===== config.mk =====
export PLATFORM = sky130hd
export DESIGN_NAME = packet_encoder
export DESIGN_NICKNAME = d
export VERILOG_FILES = /design/src/logic/axis_pkg.sv /design/src/logic/usb_pkg.sv /design/src/logic/packet_encoder.sv
export SDC_FILE = /design/constraint.sdc
export NUM_CORES = 1
export LEC_CHECK = 0
export ABC_AREA = 1
export BUFFER_PORTS_ARGS = -buffer_cell sky130_fd_sc_hd__buf_2
export CAP_MARGIN = 10
export CORE_ASPECT_RATIO = 1.1
export CORE_MARGIN = 1
export CORE_UTILIZATION = 45
export DETAILED_ROUTE_END_ITERATION = 10
export GPL_TIMING_DRIVEN = 0
export PLACE_DENSITY = 0.71
export SYNTH_ARGS = -nofsm -noshare
export SYNTH_HDL_FRONTEND = slang
export SYNTH_SLANG_ARGS = --single-unit

===== constraint.sdc =====
create_clock -name clock -period 1.54 [get_ports clock]
set_clock_uncertainty 0.05 [all_clocks]
set_input_delay 0.154 -clock clock [delete_from_list [all_inputs] [get_ports clock]]
set_output_delay 0.154 -clock clock [all_outputs]
set_load 0.01 [all_outputs]

===== src/logic/axis_pkg.sv =====
package axis_pkg;

  // One byte of a stream, valid and ready travel beside it
  typedef struct packed {
    logic [7:0] data;
    logic       last;
  } byte_beat_t;

endpackage


===== src/logic/usb_pkg.sv =====
package usb_pkg;

  // Low nibble of the PID byte, the high nibble carries its complement
  typedef enum logic [3:0] {
    PID_OUT   = 4'b0001,
    PID_IN    = 4'b1001,
    PID_SOF   = 4'b0101,
    PID_SETUP = 4'b1101,
    PID_DATA0 = 4'b0011,
    PID_DATA1 = 4'b1011,
    PID_ACK   = 4'b0010,
    PID_NAK   = 4'b1010,
    PID_STALL = 4'b1110
  } pid_e;

  typedef struct packed {
    pid_e       pid;
    logic [6:0] addr;
    logic [3:0] endp;
  } token_t;

  // CRC registers are bit reversed, bit 0 is the first bit on the wire
  localparam logic [4:0]  CRC5_INIT      = 5'h1f;
  localparam logic [4:0]  CRC5_RESIDUAL  = 5'h06;
  localparam logic [15:0] CRC16_INIT     = 16'hffff;
  localparam logic [15:0] CRC16_RESIDUAL = 16'hb001;

  // Folds the low nbits of a byte, LSB first; a token builder needs nbits of 3
  function automatic logic [4:0] crc5_step(input logic [4:0] crc, input logic [7:0] data,
                                           input int unsigned nbits = 8);
    logic [4:0] c;
    c = crc;
    for (int i = 0; i < 8; i++) begin
      if (i < nbits) begin
        c = (c[0] ^ data[i]) ? ((c >> 1) ^ 5'h14) : (c >> 1);
      end
    end
    return c;
  endfunction

  function automatic logic [15:0] crc16_step(input logic [15:0] crc, input logic [7:0] data);
    logic [15:0] c;
    c = crc;
    for (int i = 0; i < 8; i++) begin
      c = (c[0] ^ data[i]) ? ((c >> 1) ^ 16'ha001) : (c >> 1);
    end
    return c;
  endfunction

endpackage

===== src/logic/packet_encoder.sv =====
`timescale 1ns/10ps

module packet_encoder (
  input  logic                 clock,
  input  logic                 areset_n,
  input  logic                 hsk_send_i,
  input  usb_pkg::pid_e        hsk_pid_i,
  input  logic                 data_start_i,
  input  usb_pkg::pid_e        data_pid_i,
  input  logic                 pay_valid_i,
  output logic                 pay_ready_o,
  input  axis_pkg::byte_beat_t pay_beat_i,
  output logic                 tx_valid_o,
  input  logic                 tx_ready_i,
  output axis_pkg::byte_beat_t tx_beat_o
);

  import usb_pkg::*;
  import axis_pkg::*;

  typedef enum logic [2:0] {
    E_IDLE,
    E_HSK,
    E_PID,
    E_PAY,
    E_CRC_LO,
    E_CRC_HI
  } state_e;

  state_e      state;
  pid_e        pid_q;
  logic [15:0] crc_q;
  logic [15:0] crc_tx;
  logic        tx_fire;

  // Sent inverted, low byte first
  assign crc_tx      = ~crc_q;
  assign tx_fire     = tx_valid_o && tx_ready_i;
  assign pay_ready_o = (state == E_PAY) && tx_ready_i;

  always_comb begin
    tx_valid_o = (state != E_IDLE);
    tx_beat_o  = '{data: {~pid_q, pid_q}, last: 1'b0};
    case (state)
      E_HSK: tx_beat_o.last = 1'b1;
      E_PAY: begin
        tx_valid_o     = pay_valid_i;
        tx_beat_o.data = pay_beat_i.data;
      end
      E_CRC_LO: tx_beat_o.data = crc_tx[7:0];
      E_CRC_HI: tx_beat_o = '{data: crc_tx[15:8], last: 1'b1};
      default: ;
    endcase
  end

  always_ff @(posedge clock or negedge areset_n) begin
    if (!areset_n) begin
      state <= E_IDLE;
    end else begin
      case (state)
        E_IDLE: begin
          if (hsk_send_i) begin
            state <= E_HSK;
          end else if (data_start_i) begin
            state <= E_PID;
          end
        end
        E_HSK: if (tx_fire) state <= E_IDLE;
        E_PID: if (tx_fire) state <= E_PAY;
        E_PAY: if (tx_fire && pay_beat_i.last) state <= E_CRC_LO;
        E_CRC_LO: if (tx_fire) state <= E_CRC_HI;
        E_CRC_HI: if (tx_fire) state <= E_IDLE;
        default: state <= E_IDLE;
      endcase
    end
  end

  // PID is sampled while idle and frozen for the rest of the packet
  always_ff @(posedge clock) begin
    if (state == E_IDLE) begin
      pid_q <= hsk_send_i ? hsk_pid_i : data_pid_i;
      crc_q <= CRC16_INIT;
    end else if ((state == E_PAY) && tx_fire) begin
      crc_q <= crc16_step(crc_q, pay_beat_i.data);
    end
  end

endmodule


==> impl_results.md <==
- Insertion delay to the later sink of the worst-skew pair: 320 ps
- Antenna violation net count after detailed routing: 0
- Total non-filler cell area in the finished layout: 0.002079 mm²
- Count of endpoints failing hold in the final timing report: 0
- Total routed wirelength: 4.251 mm
- Commonest register cell after synthesis: dfxtp_1
- I/O pin count: 34
- Worst hold-check path type: primary input to flip-flop
- All-Layer GR Usage: 24.16%
- EDFF count, synth: 4
- Effective utilization at floorplan: 48.50%
- Combined buffer and inverter count along the critical path: 3
- Grt ovf: 0
- Cell area after synthesis: 0.001516 mm²
- Family of cells with the greatest summed delay on the critical path: flip-flops
- Half-perimeter wire length after placement: 2.887 mm
- Weighted congestion at the end of routability-driven global placement: 0.8589
- Data required, critical path: 1340 ps
- WS Path Type: flip-flop to output port
- Number of distinct library cell variants in the gate-level netlist after synthesis: 30
- Fraction of synthesis flops using an asynchronous set or reset pin: 13.04%
- Depth of the CTS H-tree: 1
- Crit-path max cell delay: 440 ps
- Most frequent cell on the critical path: nor2_4
- Max cap viols: 0
- Period utilisation layout: 126.9%
- Routed WL per cell: 13.12 µm
- Post-Syn Area per Cell: 6.565 µm²
- Number of core rows: 21
- Count of state elements after synthesis: 23
- Total power density per cell area: 1654 mW/mm²
- Worst voltage drop across the vdd grid: 0.9979 mV
- Cell at the slowest stage of the critical path: dfrtp_2
- Cells traversed along the worst timing path: inv_1 -> nor2_4 -> nand2_4 -> clkinv_8 -> nor2_4 -> a211oi_1 -> a21oi_1 -> buf_2
- Number of fill cells: 289
- TritonCTS clock tree: done
- Pre-Repair DR Iteration Count: 7
- Cell Count, Final, Fillers Out: 324
- Number of global-route vias before repair: 1532
- Vias after detailed routing: 1685
- Count of buffers from port buffering: 33
- Overall die width: 57.35 µm
- Root Driver: clkbuf_4
- Clock transition at the registers of the reported paths: 140 ps
- Smallest setup slack after layout: -413.9 ps
- Net count after synthesis: 254
- Crit path capture type: output port
- Register Area: 526.8 µm²
- Core box area: 0.003127 mm²
- Cell area reported after detailed placement: 0.001729 mm²
- DRC violation count after routing: 5
- Count of warnings emitted by yosys: 0
- Worst flop-to-flop path startpoint: state[1]
- Total CTS buffers: 3
- Post-route setup TNS: -8226 ps
- Pin slew with the least headroom to its limit: 304.4 ps
- Count of inserted antenna diode cells: 0
- Type of origin of the critical path: flip-flop
- Total area of multi-input combinational cells: 978.4 µm²
- Syn-to-layout area delta: 37.13%
- Pleak: 1.047 nW
- Fraction of final layout cells with drive strength greater than 1: 34.14%
- Clock Sink Count: 23
- Arrival time at the worst endpoint: 1750 ps
- Initial antenna violation count: 0
- Cell total after placement: 298
- Iteration-0 DRC Markers: 95
- Clock Tree Buf Depth: 2
- Worst hold path startpoint: data_pid_i[2]
- Height of the die: 62.89 µm
- Minimum clock period: 1954 ps
- RSZ-0062 raised after global routing: true
- NumNets Final: 314
- Max transition margin: 79.71%
- Upper clock frequency limit: 511.8 MHz
- Result of the run: finished, violations left
- Largest fanout on the critical path: 11
- Largest net degree at the start of global routing: 14
- Die Outline Area: 0.003606 mm²
- Cell count after synthesis: 231
- Final number of max-transition violations: 0
- Core utilization of the finished layout: 66.51%
- Launch point of the critical path: state[1]
- Failing checks: design-rule violations, negative setup slack
- Number of failing setup endpoints in the final timing report: 28
- First-pass GRT wire length: 6.796 mm
- Share of the yosys chip area belonging to registers: 33.99%
- Number of vias per cell: 5.201
[Yosys cell counts, types with 4 or more instances]
| cell | number | area [µm²] |
|---|---|---|
| nand2_1 | 100 | 375.4 |
| inv_1 | 25 | 93.84 |
| dfxtp_1 | 16 | 320.3 |
| a21oi_1 | 12 | 60.06 |
| nor2_1 | 7 | 26.28 |
| nor2_2 | 6 | 37.54 |
| o211ai_1 | 6 | 45.04 |
| o21ai_0 | 6 | 30.03 |
| o21ai_1 | 6 | 30.03 |
| nand3_1 | 5 | 25.02 |
| o22ai_1 | 5 | 31.28 |
| edfxtp_1 | 4 | 120.1 |
[sequential cells by signal, summed over array words and instances (netlist names)]
name,flops
pid_q,4
state,3
crc_q,16
[report_power, final]
group          total [mW]  internal, mW  switching, mW
clock network       0.299        0.0974          0.202
registers            1.01         0.825          0.188
logic                2.13         0.880           1.25
total                3.44          1.80           1.64
[cell usage in the layout (no fill, tap or decap), types with 2 or more instances in the layout]
| master | n |
|---|---|
| o2111ai_1 | 3 |
| dfxtp_1 | 12 |
| nor2_4 | 10 |
| inv_1 | 20 |
| dfrtp_2 | 3 |
| clkbuf_4 | 3 |
| a21oi_1 | 11 |
| nor2_1 | 6 |
| dfxtp_2 | 3 |
| edfxtp_1 | 4 |
| nand2_1 | 99 |
| xnor2_1 | 2 |
| buf_4 | 16 |
| inv_4 | 3 |
| o22ai_2 | 4 |
| o21ai_1 | 8 |
| buf_2 | 33 |
| a211oi_1 | 2 |
| o211ai_1 | 6 |
| xor2_1 | 3 |
| inv_2 | 3 |
| o21ai_0 | 4 |
| nand2_2 | 2 |
| nand3_1 | 5 |
| buf_6 | 7 |
| a21oi_2 | 3 |
| o31ai_1 | 2 |
[logic make-up after synthesis]
| logic type | Yosys count | synth area share, % |
|---|---|---|
| AOI/OAI and AO/OA | 47 | 19.47 |
| xor gates and xnor gates | 6 | 3.466 |
| buffers and inverters | 31 | 8.910 |
| DFF | 23 | 33.99 |
| and+or+nand+nor | 124 | 34.16 |
[layer usage]
layer	track usage [%]	vias up	part of all wire (%)
met5	0	-	0
met3	2.692	7	6.6
met4	10.06	0	1.5
met2	40.26	58	47
li1	-	871	-
met1	31.11	749	44
[worst min-delay path: cells and delay by family]
family | cells | cell delay, ps
buf+inv | 1 | 80
simple gates | 2 | 80
[through the flow]
step           hold WS, ps  total power, mW  setup slack (ps)
2_1_floorplan       -191.6            2.109            -79.57
3_3_place_gp        -98.26            2.580            -438.9
3_5_place_dp        -96.44            2.594            -443.4
4_1_cts              31.77            3.183            -397.7
5_1_grt              28.70            3.701            -480.4
6_report             33.42            3.440            -413.9
[final timing paths]
kind | endpoint | slack [ps] | depth (start not counted)
setup / recovery | tx_beat_o[6] | -410 | 8
max in group asynchronous | state[2] | 1250 | 2
hold reg to reg | crc_q[11] | 450 | 2
min in group asynchronous | state[0] | 80 | 2
hold / removal | pid_q[2] | 30 | 3
setup reg to reg | crc_q[0] | -320 | 13
[cell type report]
type / instances / area share [%]
timing repair buffer: 54 / 16.37
sequential: 23 / 25.33
inverter: 28 / 6.258
buffer: 3 / 1.625
tap: 34 / 2.046
clock buffer: 3 / 1.083
multi-input combinational: 178 / 47.05
clock inverter: 1 / 0.2407
[repair_timing]
item	CTS	global route
setup buffers	11	8
pin swaps	6	7
gates cloned	1	1
gates resized for setup	25	24
endpoints found under the hold margin	3	0
hold buffers	1	0
endpoints found under the setup margin	29	34
(Power assumes the default switching activity.)
