**src/logic/axis_pkg.sv**
```systemverilog
package axis_pkg;

  // One byte of a stream, valid and ready travel beside it
  typedef struct packed {
    logic [7:0] data;
    logic       last;
  } byte_beat_t;

endpackage

```
**src/logic/usb_pkg.sv**
```systemverilog
package usb_pkg;

  // Low nibble of the PID byte, the high nibble carries its complement
  typedef enum logic [3:0] {
    PID_OUT   = 4'b0001,
    PID_IN    = 4'b1001,
    PID_SOF   = 4'b0101,
    PID_SETUP = 4'b1101,
    PID_DATA0 = 4'b0011,
    PID_DATA1 = 4'b1011,
    PID_ACK   = 4'b0010,
    PID_NAK   = 4'b1010,
    PID_STALL = 4'b1110
  } pid_e;

  typedef struct packed {
    pid_e       pid;
    logic [6:0] addr;
    logic [3:0] endp;
  } token_t;

  // CRC registers are bit reversed, bit 0 is the first bit on the wire
  localparam logic [4:0]  CRC5_INIT      = 5'h1f;
  localparam logic [4:0]  CRC5_RESIDUAL  = 5'h06;
  localparam logic [15:0] CRC16_INIT     = 16'hffff;
  localparam logic [15:0] CRC16_RESIDUAL = 16'hb001;

  // Folds the low nbits of a byte, LSB first; a token builder needs nbits of 3
  function automatic logic [4:0] crc5_step(input logic [4:0] crc, input logic [7:0] data,
                                           input int unsigned nbits = 8);
    logic [4:0] c;
    c = crc;
    for (int i = 0; i < 8; i++) begin
      if (i < nbits) begin
        c = (c[0] ^ data[i]) ? ((c >> 1) ^ 5'h14) : (c >> 1);
      end
    end
    return c;
  endfunction

  function automatic logic [15:0] crc16_step(input logic [15:0] crc, input logic [7:0] data);
    logic [15:0] c;
    c = crc;
    for (int i = 0; i < 8; i++) begin
      c = (c[0] ^ data[i]) ? ((c >> 1) ^ 16'ha001) : (c >> 1);
    end
    return c;
  endfunction

endpackage
```
**src/logic/packet_decoder.sv**
```systemverilog
`timescale 1ns/10ps

module packet_decoder #(
  parameter logic [6:0] DEVICE_ADDRESS = 7'd1
) (
  input  logic                 clock,
  input  logic                 areset_n,
  input  logic                 rx_valid_i,
  input  axis_pkg::byte_beat_t rx_beat_i,
  output logic                 tok_valid_o,
  output usb_pkg::token_t      tok_o,
  output logic                 sof_o,
  output logic                 data_start_o,
  output usb_pkg::pid_e        data_pid_o,
  output logic                 data_valid_o,
  output axis_pkg::byte_beat_t data_beat_o,
  output logic                 data_end_o,
  output logic                 data_ok_o,
  output logic                 hsk_valid_o,
  output usb_pkg::pid_e        hsk_pid_o,
  output logic                 crc_err_o
);

  import usb_pkg::*;
  import axis_pkg::*;

  typedef enum logic [1:0] {
    S_PID,
    S_TOKEN,
    S_DATA,
    S_SKIP
  } state_e;

  state_e      state;
  pid_e        rx_pid;
  pid_e        pid_q;
  logic        pid_ok;
  logic        tok_second;
  logic [7:0]  tok_byte0;
  logic [4:0]  crc5_q;
  logic [4:0]  crc5_nxt;
  logic [15:0] crc16_q;
  logic [15:0] crc16_nxt;
  logic [15:0] hold_q;
  logic [1:0]  held;

  assign rx_pid     = pid_e'(rx_beat_i.data[3:0]);
  assign pid_ok     = (rx_beat_i.data[7:4] == ~rx_beat_i.data[3:0]);
  assign crc5_nxt   = crc5_step(crc5_q, rx_beat_i.data);
  assign crc16_nxt  = crc16_step(crc16_q, rx_beat_i.data);
  assign data_pid_o = pid_q;
  assign hsk_pid_o  = pid_q;

  always_ff @(posedge clock or negedge areset_n) begin
    if (!areset_n) begin
      state        <= S_PID;
      tok_second   <= 1'b0;
      held         <= '0;
      tok_valid_o  <= 1'b0;
      sof_o        <= 1'b0;
      data_start_o <= 1'b0;
      data_valid_o <= 1'b0;
      data_end_o   <= 1'b0;
      data_ok_o    <= 1'b0;
      hsk_valid_o  <= 1'b0;
      crc_err_o    <= 1'b0;
    end else begin
      tok_valid_o  <= 1'b0;
      sof_o        <= 1'b0;
      data_start_o <= 1'b0;
      data_valid_o <= 1'b0;
      data_end_o   <= 1'b0;
      hsk_valid_o  <= 1'b0;
      crc_err_o    <= 1'b0;
      if (rx_valid_i) begin
        case (state)
          S_PID: begin
            tok_second <= 1'b0;
            held       <= '0;
            state      <= rx_beat_i.last ? S_PID : S_SKIP;
            if (pid_ok) begin
              case (rx_pid)
                PID_OUT, PID_IN, PID_SETUP, PID_SOF: begin
                  if (!rx_beat_i.last) state <= S_TOKEN;
                end
                PID_DATA0, PID_DATA1: begin
                  data_start_o <= !rx_beat_i.last;
                  if (!rx_beat_i.last) state <= S_DATA;
                end
                PID_ACK, PID_NAK, PID_STALL: hsk_valid_o <= rx_beat_i.last;
                default: ;
              endcase
            end
          end
          S_TOKEN: begin
            tok_second <= 1'b1;
            if (!tok_second) begin
              // Token cut short after one byte
              if (rx_beat_i.last) state <= S_PID;
            end else if (!rx_beat_i.last) begin
              state <= S_SKIP;
            end else begin
              state <= S_PID;
              if (crc5_nxt != CRC5_RESIDUAL) begin
                crc_err_o <= 1'b1;
              end else if (pid_q == PID_SOF) begin
                sof_o <= 1'b1;
              end else if (tok_byte0[6:0] == DEVICE_ADDRESS) begin
                tok_valid_o <= 1'b1;
              end
            end
          end
          S_DATA: begin
            // Two bytes stay held back so the CRC never leaves
            held         <= (held == 2'd2) ? held : held + 2'd1;
            data_valid_o <= (held == 2'd2);
            if (rx_beat_i.last) begin
              state      <= S_PID;
              data_end_o <= 1'b1;
              data_ok_o  <= (crc16_nxt == CRC16_RESIDUAL) && (held != 2'd0);
              crc_err_o  <= (crc16_nxt != CRC16_RESIDUAL);
            end
          end
          default: begin
            if (rx_beat_i.last) state <= S_PID;
          end
        endcase
      end
    end
  end

  always_ff @(posedge clock) begin
    if (rx_valid_i) begin
      case (state)
        S_PID: begin
          pid_q   <= rx_pid;
          crc5_q  <= CRC5_INIT;
          crc16_q <= CRC16_INIT;
        end
        S_TOKEN: begin
          crc5_q    <= crc5_nxt;
          tok_byte0 <= rx_beat_i.data;
          tok_o     <= '{pid: pid_q, addr: tok_byte0[6:0],
                         endp: {rx_beat_i.data[2:0], tok_byte0[7]}};
        end
        S_DATA: begin
          crc16_q     <= crc16_nxt;
          hold_q      <= {hold_q[7:0], rx_beat_i.data};
          data_beat_o <= '{data: hold_q[15:8], last: rx_beat_i.last};
        end
        default: ;
      endcase
    end
  end

endmodule

```
**config.mk**
```make
export PLATFORM = sky130hd
export DESIGN_NAME = packet_decoder
export DESIGN_NICKNAME = d
export VERILOG_FILES = /design/src/logic/axis_pkg.sv /design/src/logic/usb_pkg.sv /design/src/logic/packet_decoder.sv
export SDC_FILE = /design/constraint.sdc
export NUM_CORES = 1
export LEC_CHECK = 0
export ABC_CLOCK_PERIOD_IN_PS = 2800
export BUFFER_PORTS_ARGS = -buffer_cell sky130_fd_sc_hd__clkbuf_2
export CORE_AREA = 3 3 88 90
export CTS_BUF_LIST = sky130_fd_sc_hd__clkbuf_16
export DETAILED_ROUTE_END_ITERATION = 8
export DIE_AREA = 0 0 91 93
export GPL_ROUTABILITY_DRIVEN = 0
export PLACE_DENSITY = 0.7
export SLEW_MARGIN = 20
export SYNTH_ARGS = -nofsm -noshare
export SYNTH_HDL_FRONTEND = slang
export SYNTH_SLANG_ARGS = --single-unit
```
**constraint.sdc**
```tcl
create_clock -name clock -period 2.8 [get_ports clock]
set_input_delay 0.28 -clock clock [delete_from_list [all_inputs] [get_ports clock]]
set_output_delay 0.28 -clock clock [all_outputs]
set_load 0.01 [all_outputs]
```
==> metrics.md <==
| Metric | Value |
|---|---|
| Worst-path fanout max | `21` |
| WL per Instance | `between 15 and 20 µm` |
| Xor/xnor share of the synthesized area | `0.116` |
| CTS clk-pin slew, worst paths | `0.06 ns` |
| Mapped Cells | `233` |
| Relative slew slack | `0.518` |
| Mapped Nets | `250` |
| Synth Cell Area | `3490 µm²` |
| Crit. End Element | `register` |
| LEAKAGE | `0.00155 µW` |
| Total power | `around 4000 µW` |
| Final net count | `304` |
| Worst-margin pin slew | `~0.72 ns` |
| Pre-antenna DRT Iters | `4` |
| FF-to-FF End | `crc16_q[7]$_SDFFCE_PN1P_` |
| Die Span Y | `93 µm` |
| Number of flops mapped to enable cells by yosys | `70` |
| R2R cell count | `6` |
| Initial cell density of the core | `0.489` |
| Hold path endpoint | `data_start_o$_DFF_PN0_` |
| YS warnings | `0` |
| Core Region | `7140 µm²` |
| Post-detail-place hpwl | `between 4000 and 5000 µm` |
| Final Max Tran Viols | `0` |
| DIE WIDTH | `91 µm` |
| Die ar. | `8460 µm²` |
| Top FF cell, synth | `edfxtp_1` |
| Clk_lat worst skew | `0.33 ns` |
| Port Buffer Count | `slightly above 50` |
| Pwr dens | `971 nW/µm²` |
| Status | `completed` |
| Largest net degree at the start of global routing | `26` |
| Hold WC Path Type | `input port to register` |
| CTS tree | `built` |
| Post-synthesis sequential area ratio | `0.695` |
| Syn_area_per_cell | `between 10 and 15 µm²` |
| Commonest non-fill, non-tap cells in the layout | `edfxtp_1 (70), clkbuf_2 (51), nand2_1 (27)` |
| Hold Vio Cnt, Final | `0` |
| # hold bufs at CTS | `1` |
| Post-synth top area cell | `edfxtp_1` |
| Largest cells by area after synthesis | `edfxtp_1 (60%), dfrtp_1 (9.3%), xnor2_1 (6.3%)` |
| WS Path Type | `register to register` |
| Top-Level Pins | `52` |
| Area growth from synthesis to layout | `17.8%` |
| Total grt overflow | `0` |
| CTS root buffer | `clkbuf_16` |
| Initial DRC Count | `177` |
| Max Freq | `0.498 GHz` |
| Crit start category | `register` |
| RSZ-0062 raised after global routing | `false` |
| Yosys cell types | `37` |
| DRC Markers | `0` |
| Worst endpoint required time | `2.76 ns` |
| TritonCTS Sinks | `a little over 80` |
| Post-synthesis adder-cell area fraction | `0.0179` |
| Vias per cell | `approximately 5` |
| Final number of setup-violating endpoints | `0` |
| Max_cap viols | `0` |
| CTS resizes | `0` |
| Postcts setup bufs | `0` |
| Compound-Gate Fraction of Synth Area | `0.0312` |
| Worst Skew | `0.00453 ns` |
| Worst-case vdd ir drop | `around 450 µV` |
| Antenna Nets Post-Route | `0` |
| Antenna diode count | `0` |
| Hold Startpoint | `rx_beat_i[0]` |
| Flops & latches, synth | `83` |
| Top cell type's share of synthesized area | `0.602` |
| Share of cells above drive strength 1 | `0.253` |
| Post-Synth Simple-Gate Area | `0.102` |
| Total GRT Usage | `0.158` |
| Vias in the first global route | `about 1900` |
| DP Worst Slack | `0.754 ns` |
| Via count | `1928` |
| Initial antenna violation count | `0` |
| Site Rows | `31` |
| Main combinational cell family by area after synthesis | `XOR/XNOR gates` |
| Worst r2r src | `state[0]$_DFFE_PN0P_` |
| Post-route setup slack | `0.791 ns` |
| First-pass GRT wire length | `~10000 µm` |
| Most common cell after layout, fill and taps aside | `edfxtp_1` |
| CTS max path bufs | `2` |
| Multiplexer share of the synthesized area | `0.00287` |
| Ys async rst share | `0.157` |
| Fin Setup TNS | `0 ns` |
| Crit path DAT | `1.97 ns` |
| Hold Path Stages | `2` |
| Total Wirelength | `6130 µm` |
| Min cycle time layout | `2.01 ns` |
| H-Tree Depth | `3` |
| Final cycle utilization of the critical path | `0.718` |
| TritonCTS Buffers | `9` |
| R2R Setup Slk | `0.79 ns` |
==> Yosys cell counts (2+ instances only) <==
master,n
nor4_1,2
xor2_1,8
o41ai_1,2
and3_1,2
nor2b_1,3
nand2b_1,9
ha_1,5
xnor3_1,2
xnor2_1,25
nand3_1,3
inv_1,10
o21ai_0,7
or4_1,2
edfxtp_1,70
and2_1,4
dfrtp_1,13
xor2_2,2
nor2_1,7
nor3_1,3
nand2_1,27
clkbuf_1,3
buf_4,8
a32o_1,2
==> worst max path at each step <==
stage | start | to | slack, ns
floorplan | state[1]$_DFFE_PN0P_ | tok_valid_o$_DFF_PN0_ | 0.58
global placement | rx_beat_i[1] | crc16_q[0]$_SDFFCE_PN1P_ | 0.78
detailed placement | rx_beat_i[1] | crc16_q[0]$_SDFFCE_PN1P_ | 0.75
CTS | state[0]$_DFFE_PN0P_ | crc16_q[14]$_SDFFCE_PN1P_ | 0.77
global route | state[0]$_DFFE_PN0P_ | held[1]$_DFFE_PN0P_ | 0.64
finish | state[0]$_DFFE_PN0P_ | crc16_q[7]$_SDFFCE_PN1P_ | 0.79
==> per-layer routing <==
metal	up-vias	track usage	routed length [µm]
li1	921	-	-
met1	937	0.202	2740
met2	60	0.251	2990
met3	10	0.0442	302
met4	0	0.0704	100
met5	-	0	0
==> cells by family (layout without fill, tap and decap cells) <==
family	after synthesis	in the layout
flops	83	83
fa+ha+maj	5	5
simple gates	67	67
buf+inv	22	81
mux	1	1
compound gates	16	16
xor+xnor	39	39
==> critical path, cell delays in order, from the launching register on <==
cell,delay [ns]
dfrtp_1,0.40
inv_1,0.09
ha_1,0.14
buf_4,0.23
and2_1,0.18
nor2_1,0.05
inv_1,0.53
==> metrics by stage <==
stage,util,cells,hold slack [ns],cell area [µm²]
5_1_grt,0.576,391,0.246,4110
3_3_place_gp,0.534,374,0.200,3810
3_5_place_dp,0.534,374,0.209,3810
4_1_cts,0.576,391,0.218,4110
2_1_floorplan,-,233,-0.0156,3490
6_report,0.576,391,0.229,4110
==> registers in the layout (all words and copies together) (netlist names) <==
signal        flops
crc16_q          16
crc5_q            5
crc_err_o         1
data_beat_o       9
data_end_o        1
data_ok_o         1
data_pid_o        4
data_start_o      1
data_valid_o      1
held              2
hold_q           16
hsk_valid_o       1
sof_o             1
state             2
tok_byte0         6
tok_o            14
tok_second        1
tok_valid_o       1
==> cell type report <==
class                      instances  area, µm²
clock inverter                     7       68.8
clock buffer                       9        225
timing repair buffer              55        288
sequential                        83       2430
fill                             602       3020
multi-input combinational        128        943
inverter                          10       37.5
tap                               99        124
==> power by group <==
part / switching, µW / internal [µW] / total, µW
clock network: 453 / 688 / 1140
registers: 100 / 1670 / 1770
logic: 642 / 447 / 1090
total: 1190 / 2800 / 3990
No activity file was read; power rests on OpenSTA's default activity.
