## config.mk

```make
export PLATFORM = sky130hd
export DESIGN_NAME = bulk_endpoint_ctrl
export DESIGN_NICKNAME = d
export VERILOG_FILES = /design/src/logic/axis_pkg.sv /design/src/logic/usb_pkg.sv /design/src/logic/bulk_endpoint_ctrl.sv
export SDC_FILE = /design/constraint.sdc
export NUM_CORES = 1
export LEC_CHECK = 0
export BUFFER_PORTS_ARGS = -buffer_cell sky130_fd_sc_hd__buf_2
export CORE_MARGIN = 5
export CORE_UTILIZATION = 43
export CTS_CLUSTER_DIAMETER = 50
export DETAILED_ROUTE_END_ITERATION = 10
export PLACE_DENSITY = 0.82
export SLEW_MARGIN = 0
export SYNTH_ARGS = -nofsm -noshare
export SYNTH_HDL_FRONTEND = slang
export SYNTH_SLANG_ARGS = --single-unit
export TNS_END_PERCENT = 20
```

## constraint.sdc

```tcl
create_clock -name clock -period 2.9 [get_ports clock]
set_input_delay 0.145 -clock clock [delete_from_list [all_inputs] [get_ports clock]]
set_output_delay 0.145 -clock clock [all_outputs]
set_load 0.005 [all_outputs]
```

## src/logic/axis_pkg.sv

```systemverilog
package axis_pkg;

  // One byte of a stream, valid and ready travel beside it
  typedef struct packed {
    logic [7:0] data;
    logic       last;
  } byte_beat_t;

endpackage

```

## src/logic/usb_pkg.sv

```systemverilog
package usb_pkg;

  // Low nibble of the PID byte, the high nibble carries its complement
  typedef enum logic [3:0] {
    PID_OUT   = 4'b0001,
    PID_IN    = 4'b1001,
    PID_SOF   = 4'b0101,
    PID_SETUP = 4'b1101,
    PID_DATA0 = 4'b0011,
    PID_DATA1 = 4'b1011,
    PID_ACK   = 4'b0010,
    PID_NAK   = 4'b1010,
    PID_STALL = 4'b1110
  } pid_e;

  typedef struct packed {
    pid_e       pid;
    logic [6:0] addr;
    logic [3:0] endp;
  } token_t;

  // CRC registers are bit reversed, bit 0 is the first bit on the wire
  localparam logic [4:0]  CRC5_INIT      = 5'h1f;
  localparam logic [4:0]  CRC5_RESIDUAL  = 5'h06;
  localparam logic [15:0] CRC16_INIT     = 16'hffff;
  localparam logic [15:0] CRC16_RESIDUAL = 16'hb001;

  // Folds the low nbits of a byte, LSB first; a token builder needs nbits of 3
  function automatic logic [4:0] crc5_step(input logic [4:0] crc, input logic [7:0] data,
                                           input int unsigned nbits = 8);
    logic [4:0] c;
    c = crc;
    for (int i = 0; i < 8; i++) begin
      if (i < nbits) begin
        c = (c[0] ^ data[i]) ? ((c >> 1) ^ 5'h14) : (c >> 1);
      end
    end
    return c;
  endfunction

  function automatic logic [15:0] crc16_step(input logic [15:0] crc, input logic [7:0] data);
    logic [15:0] c;
    c = crc;
    for (int i = 0; i < 8; i++) begin
      c = (c[0] ^ data[i]) ? ((c >> 1) ^ 16'ha001) : (c >> 1);
    end
    return c;
  endfunction

endpackage
```

## src/logic/bulk_endpoint_ctrl.sv

```systemverilog
`timescale 1ns/10ps

module bulk_endpoint_ctrl #(
  parameter logic [3:0] OUT_ENDPOINT = 4'd1,
  parameter logic [3:0] IN_ENDPOINT  = 4'd1,
  parameter int         MAX_PACKET   = 64
) (
  input  logic                 clock,
  input  logic                 areset_n,
  input  logic                 tok_valid_i,
  input  usb_pkg::token_t      tok_i,
  input  logic                 data_start_i,
  input  usb_pkg::pid_e        data_pid_i,
  input  logic                 data_valid_i,
  input  axis_pkg::byte_beat_t data_beat_i,
  input  logic                 data_end_i,
  input  logic                 data_ok_i,
  input  logic                 hsk_valid_i,
  input  usb_pkg::pid_e        hsk_pid_i,
  output logic                 fifo_wr_valid_o,
  output axis_pkg::byte_beat_t fifo_wr_beat_o,
  output logic                 fifo_commit_o,
  output logic                 fifo_discard_o,
  input  logic [15:0]          fifo_free_i,
  output logic                 hsk_send_o,
  output usb_pkg::pid_e        hsk_pid_o,
  output logic                 tx_data_start_o,
  output usb_pkg::pid_e        tx_data_pid_o,
  output logic                 pay_valid_o,
  input  logic                 pay_ready_i,
  output axis_pkg::byte_beat_t pay_beat_o,
  input  logic                 s_axis_valid_i,
  output logic                 s_axis_ready_o,
  input  axis_pkg::byte_beat_t s_axis_beat_i
);

  import usb_pkg::*;
  import axis_pkg::*;

  localparam int CW = $clog2(MAX_PACKET + 1);

  typedef enum logic [1:0] {
    C_IDLE,
    C_OUT_DATA,
    C_IN_DATA,
    C_IN_WAIT
  } state_e;

  state_e        state;
  pid_e          out_pid_q;
  logic          out_toggle;
  logic          in_toggle;
  logic          accept_q;
  logic [CW-1:0] pay_cnt;
  logic          tok_out;
  logic          tok_in;
  logic          out_good;
  logic          pay_fire;

  assign tok_out = tok_valid_i && (tok_i.pid == PID_OUT) && (tok_i.endp == OUT_ENDPOINT);
  assign tok_in  = tok_valid_i && (tok_i.pid == PID_IN) && (tok_i.endp == IN_ENDPOINT);

  // Good, room was there, and the toggle is the one expected
  assign out_good = data_ok_i && accept_q &&
                    (out_pid_q == (out_toggle ? PID_DATA1 : PID_DATA0));

  assign fifo_wr_valid_o = (state == C_OUT_DATA) && accept_q && data_valid_i;
  assign fifo_wr_beat_o  = data_beat_i;
  assign fifo_commit_o   = (state == C_OUT_DATA) && data_end_i && out_good;
  assign fifo_discard_o  = (state == C_OUT_DATA) && data_end_i && !out_good;

  // IN payload is cut at MAX_PACKET bytes
  assign pay_valid_o    = (state == C_IN_DATA) && s_axis_valid_i;
  assign s_axis_ready_o = (state == C_IN_DATA) && pay_ready_i;
  assign pay_beat_o     = '{data: s_axis_beat_i.data,
                            last: s_axis_beat_i.last || (pay_cnt == CW'(MAX_PACKET - 1))};
  assign pay_fire       = pay_valid_o && pay_ready_i;

  always_ff @(posedge clock or negedge areset_n) begin
    if (!areset_n) begin
      state           <= C_IDLE;
      out_pid_q       <= PID_DATA0;
      out_toggle      <= 1'b0;
      in_toggle       <= 1'b0;
      accept_q        <= 1'b0;
      pay_cnt         <= '0;
      hsk_send_o      <= 1'b0;
      hsk_pid_o       <= PID_ACK;
      tx_data_start_o <= 1'b0;
      tx_data_pid_o   <= PID_DATA0;
    end else begin
      hsk_send_o      <= 1'b0;
      tx_data_start_o <= 1'b0;
      case (state)
        C_OUT_DATA: begin
          if (data_start_i) begin
            out_pid_q <= data_pid_i;
            accept_q  <= (fifo_free_i >= 16'(MAX_PACKET));
          end
          if (data_end_i) begin
            state <= C_IDLE;
            // A corrupted packet gets no answer
            if (data_ok_i) begin
              hsk_send_o <= 1'b1;
              hsk_pid_o  <= accept_q ? PID_ACK : PID_NAK;
            end
            if (fifo_commit_o) out_toggle <= !out_toggle;
          end
        end
        C_IN_DATA: begin
          if (pay_fire) pay_cnt <= pay_cnt + CW'(1);
          if (pay_fire && pay_beat_o.last) state <= C_IN_WAIT;
        end
        C_IN_WAIT: begin
          if (hsk_valid_i || data_start_i) state <= C_IDLE;
          if (hsk_valid_i && (hsk_pid_i == PID_ACK)) in_toggle <= !in_toggle;
        end
        default: ;
      endcase
      // A new token ends any open transaction that is not sending
      if ((state != C_IN_DATA) && tok_valid_i) begin
        state <= C_IDLE;
        if (tok_out) begin
          state <= C_OUT_DATA;
        end else if (tok_in && s_axis_valid_i) begin
          state           <= C_IN_DATA;
          pay_cnt         <= '0;
          tx_data_start_o <= 1'b1;
          tx_data_pid_o   <= in_toggle ? PID_DATA1 : PID_DATA0;
        end else if (tok_in) begin
          hsk_send_o <= 1'b1;
          hsk_pid_o  <= PID_NAK;
        end
      end
    end
  end

endmodule

```

==> results <==
- The synthesized design contains 0 enable-type register cells.
- In the final design database the tool counted around 240 nets.
- The setup clock skew after layout is around 0.0067 ns.
- In this run the vertical extent of the chip is 66.1 µm.
- In this run the tool buffered the top-level ports with 49 buffer cells.
- Along the worst path, the maximum fanout reaches 10.
- In the final layout, the share of cells above drive strength 1 is 0.400.
- The power dissipated by switching net loads is 355 µW.
- The post-route antenna net violation count is 0.
- CTS saw 23 sinks.
- The critical path goes through inv_1 -> ha_1 -> or4_4 -> nor2_8 -> mux2_4.
- The number of DRC markers in iteration 0 is 18.
- Buffers inserted during clock tree synthesis total 3.
- The sum of net half-perimeters after detailed placement is 2210 µm.
- The worst pin sits at a relative slew slack of 0.666.
- Post-CTS repair changed the size of 0 cells.
- Counting flops and latches in the post-synthesis netlist gives 23.
- The average size of a mapped cell is 10.4 µm².
- At the pin with the least slew margin, the transition time is 0.500 ns.
- The last weighted congestion value of the routability-driven placer is 0.809.
- In this run the deepest clock path goes through 2 buffers.
- The total number of vias is 1017.
- The final-report hold violation count was 0.
- The final routed wire length divided by cell count is 12.7 µm.
- The worst setup path is launched from a flop.
- Compared with the post-synthesis result, the final layout area differs by 14.4%.
- In the synthesized netlist the dominant register cell turns out to be sky130_fd_sc_hd__dfrtp_1.
- The CTS tree is yes.
- The combinational group share of total power is 0.351.
- The cell type with the highest aggregate area in the netlist is sky130_fd_sc_hd__dfrtp_1.
- The max capacitance violation total is 0.
- The worst setup path is captured at a flop.
- Once the clock tree was built, the setup fixing pass inserted 0 buffers.
- The post-route DRC violation count is 0.
- The slowest cell on the critical path is sky130_fd_sc_hd__or4_4.
- The vias per cell is between 4 and 5.
- The share of total power dissipated in sequential elements is 0.502.
- The fraction of the yosys area taken by sequential cells is 0.429.
- The switching portion of total power is 0.339.
- The count of cell types in the netlist is 38.
- For this run, the slowest stage of the critical path takes a little over 0.6 ns.
- The number of slew-limit violations in the final report is 0.
- Across the VDD grid, the largest voltage drop is 411 µV.
- The leakage component of the power is 0.000781 µW.
- Across every metal layer, demand over resource in global routing totals 0.132.
- The min-delay analysis places its worst path in the category in2reg.
- The floorplan step defined a die boundary enclosing around 0.0044 mm².
- The initial utilization of the core area, before any placement, comes to 0.446.
- The mapped netlist covers 0.00135 mm².
- The number of hold buffers added after CTS is 1.
- The number of antenna violations at the first check in global routing came to 0.
- The final clock period utilization by the worst path is 0.687.
- After floorplanning, the core was sized to cover slightly above 0.003 mm².
- The flow ran to the end, and the final reports show no timing, DRC or antenna violations.
- In the final timing run, aggregate negative setup slack is 0 ns.
- Of the total power, the clock network draws 0.147.
- The warning count from the yosys run is 0.
- The via count of the first global-routing pass came to 1044.
- The total number of H-tree levels is 1.
- The maximum number of pins on one net before global-route repair is 24.
- The antenna diode count is 0.
- The first detailed-routing pass took 4 iterations.
- The total of fill cells in the finished design is 296.
- For the worst setup path, the data required time is 3.11 ns.
- Global routing finished with a remaining overflow of 0.
- At the later pin of the worst-skew pair, clock insertion delay measures 0.31 ns.
- Power comes to 1050 µW.
- The data arrival time of the worst path is 2.20 ns.
- Of the post-synthesis cell area, the dominant cell type holds 0.370.
- The number of standard cells after synthesis is 130.
- The achievable frequency is 0.502 GHz.
- The worst setup path is of the reg2reg kind.
- Internal power comes to 692 µW.
- Clock-pin slew was measured on the worst setup and hold paths at 0.13 ns.
- For this block, the routed nets add up to 2660 µm of wire.
- The floorplan has 20 rows.
- The die span in x is about 66 µm.
- For this design the top-level I/O count stands at 100.
- The first-pass GRT wire length is 4530 µm.
- The post-synthesis async set-or-reset flop share is 1.00.
- The minimum clock period after layout is 1.99 ns.
- By area the synthesized netlist is led by sky130_fd_sc_hd__dfrtp_1 (37%), sky130_fd_sc_hd__buf_4 (11%), sky130_fd_sc_hd__dfstp_2 (5.8%), sky130_fd_sc_hd__ha_1 (3.7%), sky130_fd_sc_hd__mux2_2 (3.3%).
- Setup repair after global routing left no endpoint under its margin.
- Setup violations remaining at the end of the flow were counted as 0.
- The tree is rooted in a sky130_fd_sc_hd__clkbuf_4.
- For this design the ratio of total power to cell area is 678 mW/mm².
[layer usage]
| layer | up-vias | GRT usage | share of wire | wire [µm] |
|---|---|---|---|---|
| met3 | 2 | 0.0357 | 0.097 | 257 |
| met4 | 0 | 0.0406 | 0.0083 | 22 |
| met1 | 471 | 0.167 | 0.41 | 1100 |
| met2 | 48 | 0.219 | 0.48 | 1280 |
| li1 | 496 | - | - | - |
| met5 | - | 0 | 0 | 0 |
[layout by cell type (no fill, tap or decap), types with 3 or more instances in the layout]
master / instances
sky130_fd_sc_hd__buf_2: 49
sky130_fd_sc_hd__dfrtp_1: 20
sky130_fd_sc_hd__nor2_1: 12
sky130_fd_sc_hd__nand3_1: 7
sky130_fd_sc_hd__nand2_1: 6
sky130_fd_sc_hd__nor3_1: 5
sky130_fd_sc_hd__xnor2_1: 5
sky130_fd_sc_hd__inv_1: 4
sky130_fd_sc_hd__and2_1: 4
sky130_fd_sc_hd__xor2_1: 4
sky130_fd_sc_hd__mux2_2: 4
sky130_fd_sc_hd__ha_1: 4
sky130_fd_sc_hd__o21ai_0: 3
sky130_fd_sc_hd__conb_1: 3
sky130_fd_sc_hd__clkbuf_4: 3
sky130_fd_sc_hd__dfstp_2: 3
[logic make-up after synthesis]
kind of cell	count (synthesis)	synth area share
compound gates	11	0.0630
xor+xnor	9	0.0583
fa+ha+maj	4	0.0370
buf+inv	24	0.122
flops	23	0.429
mux	6	0.0518
other cells	2	0.00556
simple gates	51	0.233
[stage by stage]
stage          hold WS, ns  instance area (µm²)  setup slack [ns]  cells   util
6_report            0.0518                 1550             0.909    209  0.510
5_1_grt             0.0295                 1550             0.764    209  0.510
4_1_cts             0.0392                 1550             0.905    209  0.510
3_5_place_dp         0.147                 1510             0.917    204  0.497
3_3_place_gp         0.145                 1510             0.934    204  0.497
2_1_floorplan       -0.151                 1360              1.07    131      -
[sequential cells by signal, indices dropped and copies added (netlist names), 2 cells and up]
signal	flops
pay_cnt	7
hsk_pid_o	4
out_pid_q	4
state	2
[critical path: cells and delay by family, from the launching register on]
family | cells | cell delay [ns]
simple gates | 2 | 0.80
fa+ha+maj | 1 | 0.27
buf+inv | 1 | 0.07
mux | 1 | 0.31
flops | 1 | 0.44
[synth_stat cells, types with 2 or more instances]
cell                       instances
sky130_fd_sc_hd__and2_1            4
sky130_fd_sc_hd__buf_4            20
sky130_fd_sc_hd__conb_1            2
sky130_fd_sc_hd__dfrtp_1          20
sky130_fd_sc_hd__dfstp_2           3
sky130_fd_sc_hd__ha_1              4
sky130_fd_sc_hd__inv_1             4
sky130_fd_sc_hd__mux2_2            4
sky130_fd_sc_hd__nand2_1           6
sky130_fd_sc_hd__nand3_1           7
sky130_fd_sc_hd__nand3b_1          2
sky130_fd_sc_hd__nor2_1           12
sky130_fd_sc_hd__nor2b_1           2
sky130_fd_sc_hd__nor3_1            5
sky130_fd_sc_hd__nor4_1            2
sky130_fd_sc_hd__o21ai_0           3
sky130_fd_sc_hd__or4_1             2
sky130_fd_sc_hd__xnor2_1           5
sky130_fd_sc_hd__xor2_1            4
[worst paths after layout]
path	to	cells after the start	slack, ns	from
hold / removal	out_pid_q[2]	2	0.05	data_pid_i[2]
min in group asynchronous	in_toggle	2	0.31	areset_n
hold reg to reg	in_toggle	1	0.50	in_toggle
setup / recovery	tx_data_pid_o[3]	5	0.91	state[0]
setup reg to reg	tx_data_pid_o[3]	5	0.91	state[0]
max in group asynchronous	hsk_pid_o[1]	2	2.23	areset_n
[power by group through the flow]
stage          clock network, µW  logic [µW]  registers (µW)
6_report                     154         368             526
5_1_grt                      171         418             543
4_1_cts                      162         370             526
3_5_place_dp                   0         367             532
3_3_place_gp                   0         357             528
2_1_floorplan                  0         288             511
[final cells by class]
class | count | area, µm² | area share
clock buffer | 3 | 22.5 | 0.0146
clock inverter | 1 | 7.51 | 0.00486
inverter | 4 | 15.0 | 0.00972
multi-input combinational | 84 | 611 | 0.395
sequential | 23 | 579 | 0.375
tap | 44 | 55.1 | 0.0356
timing repair buffer | 50 | 255 | 0.165
Note: power is estimated with default switching activity, not from simulation.
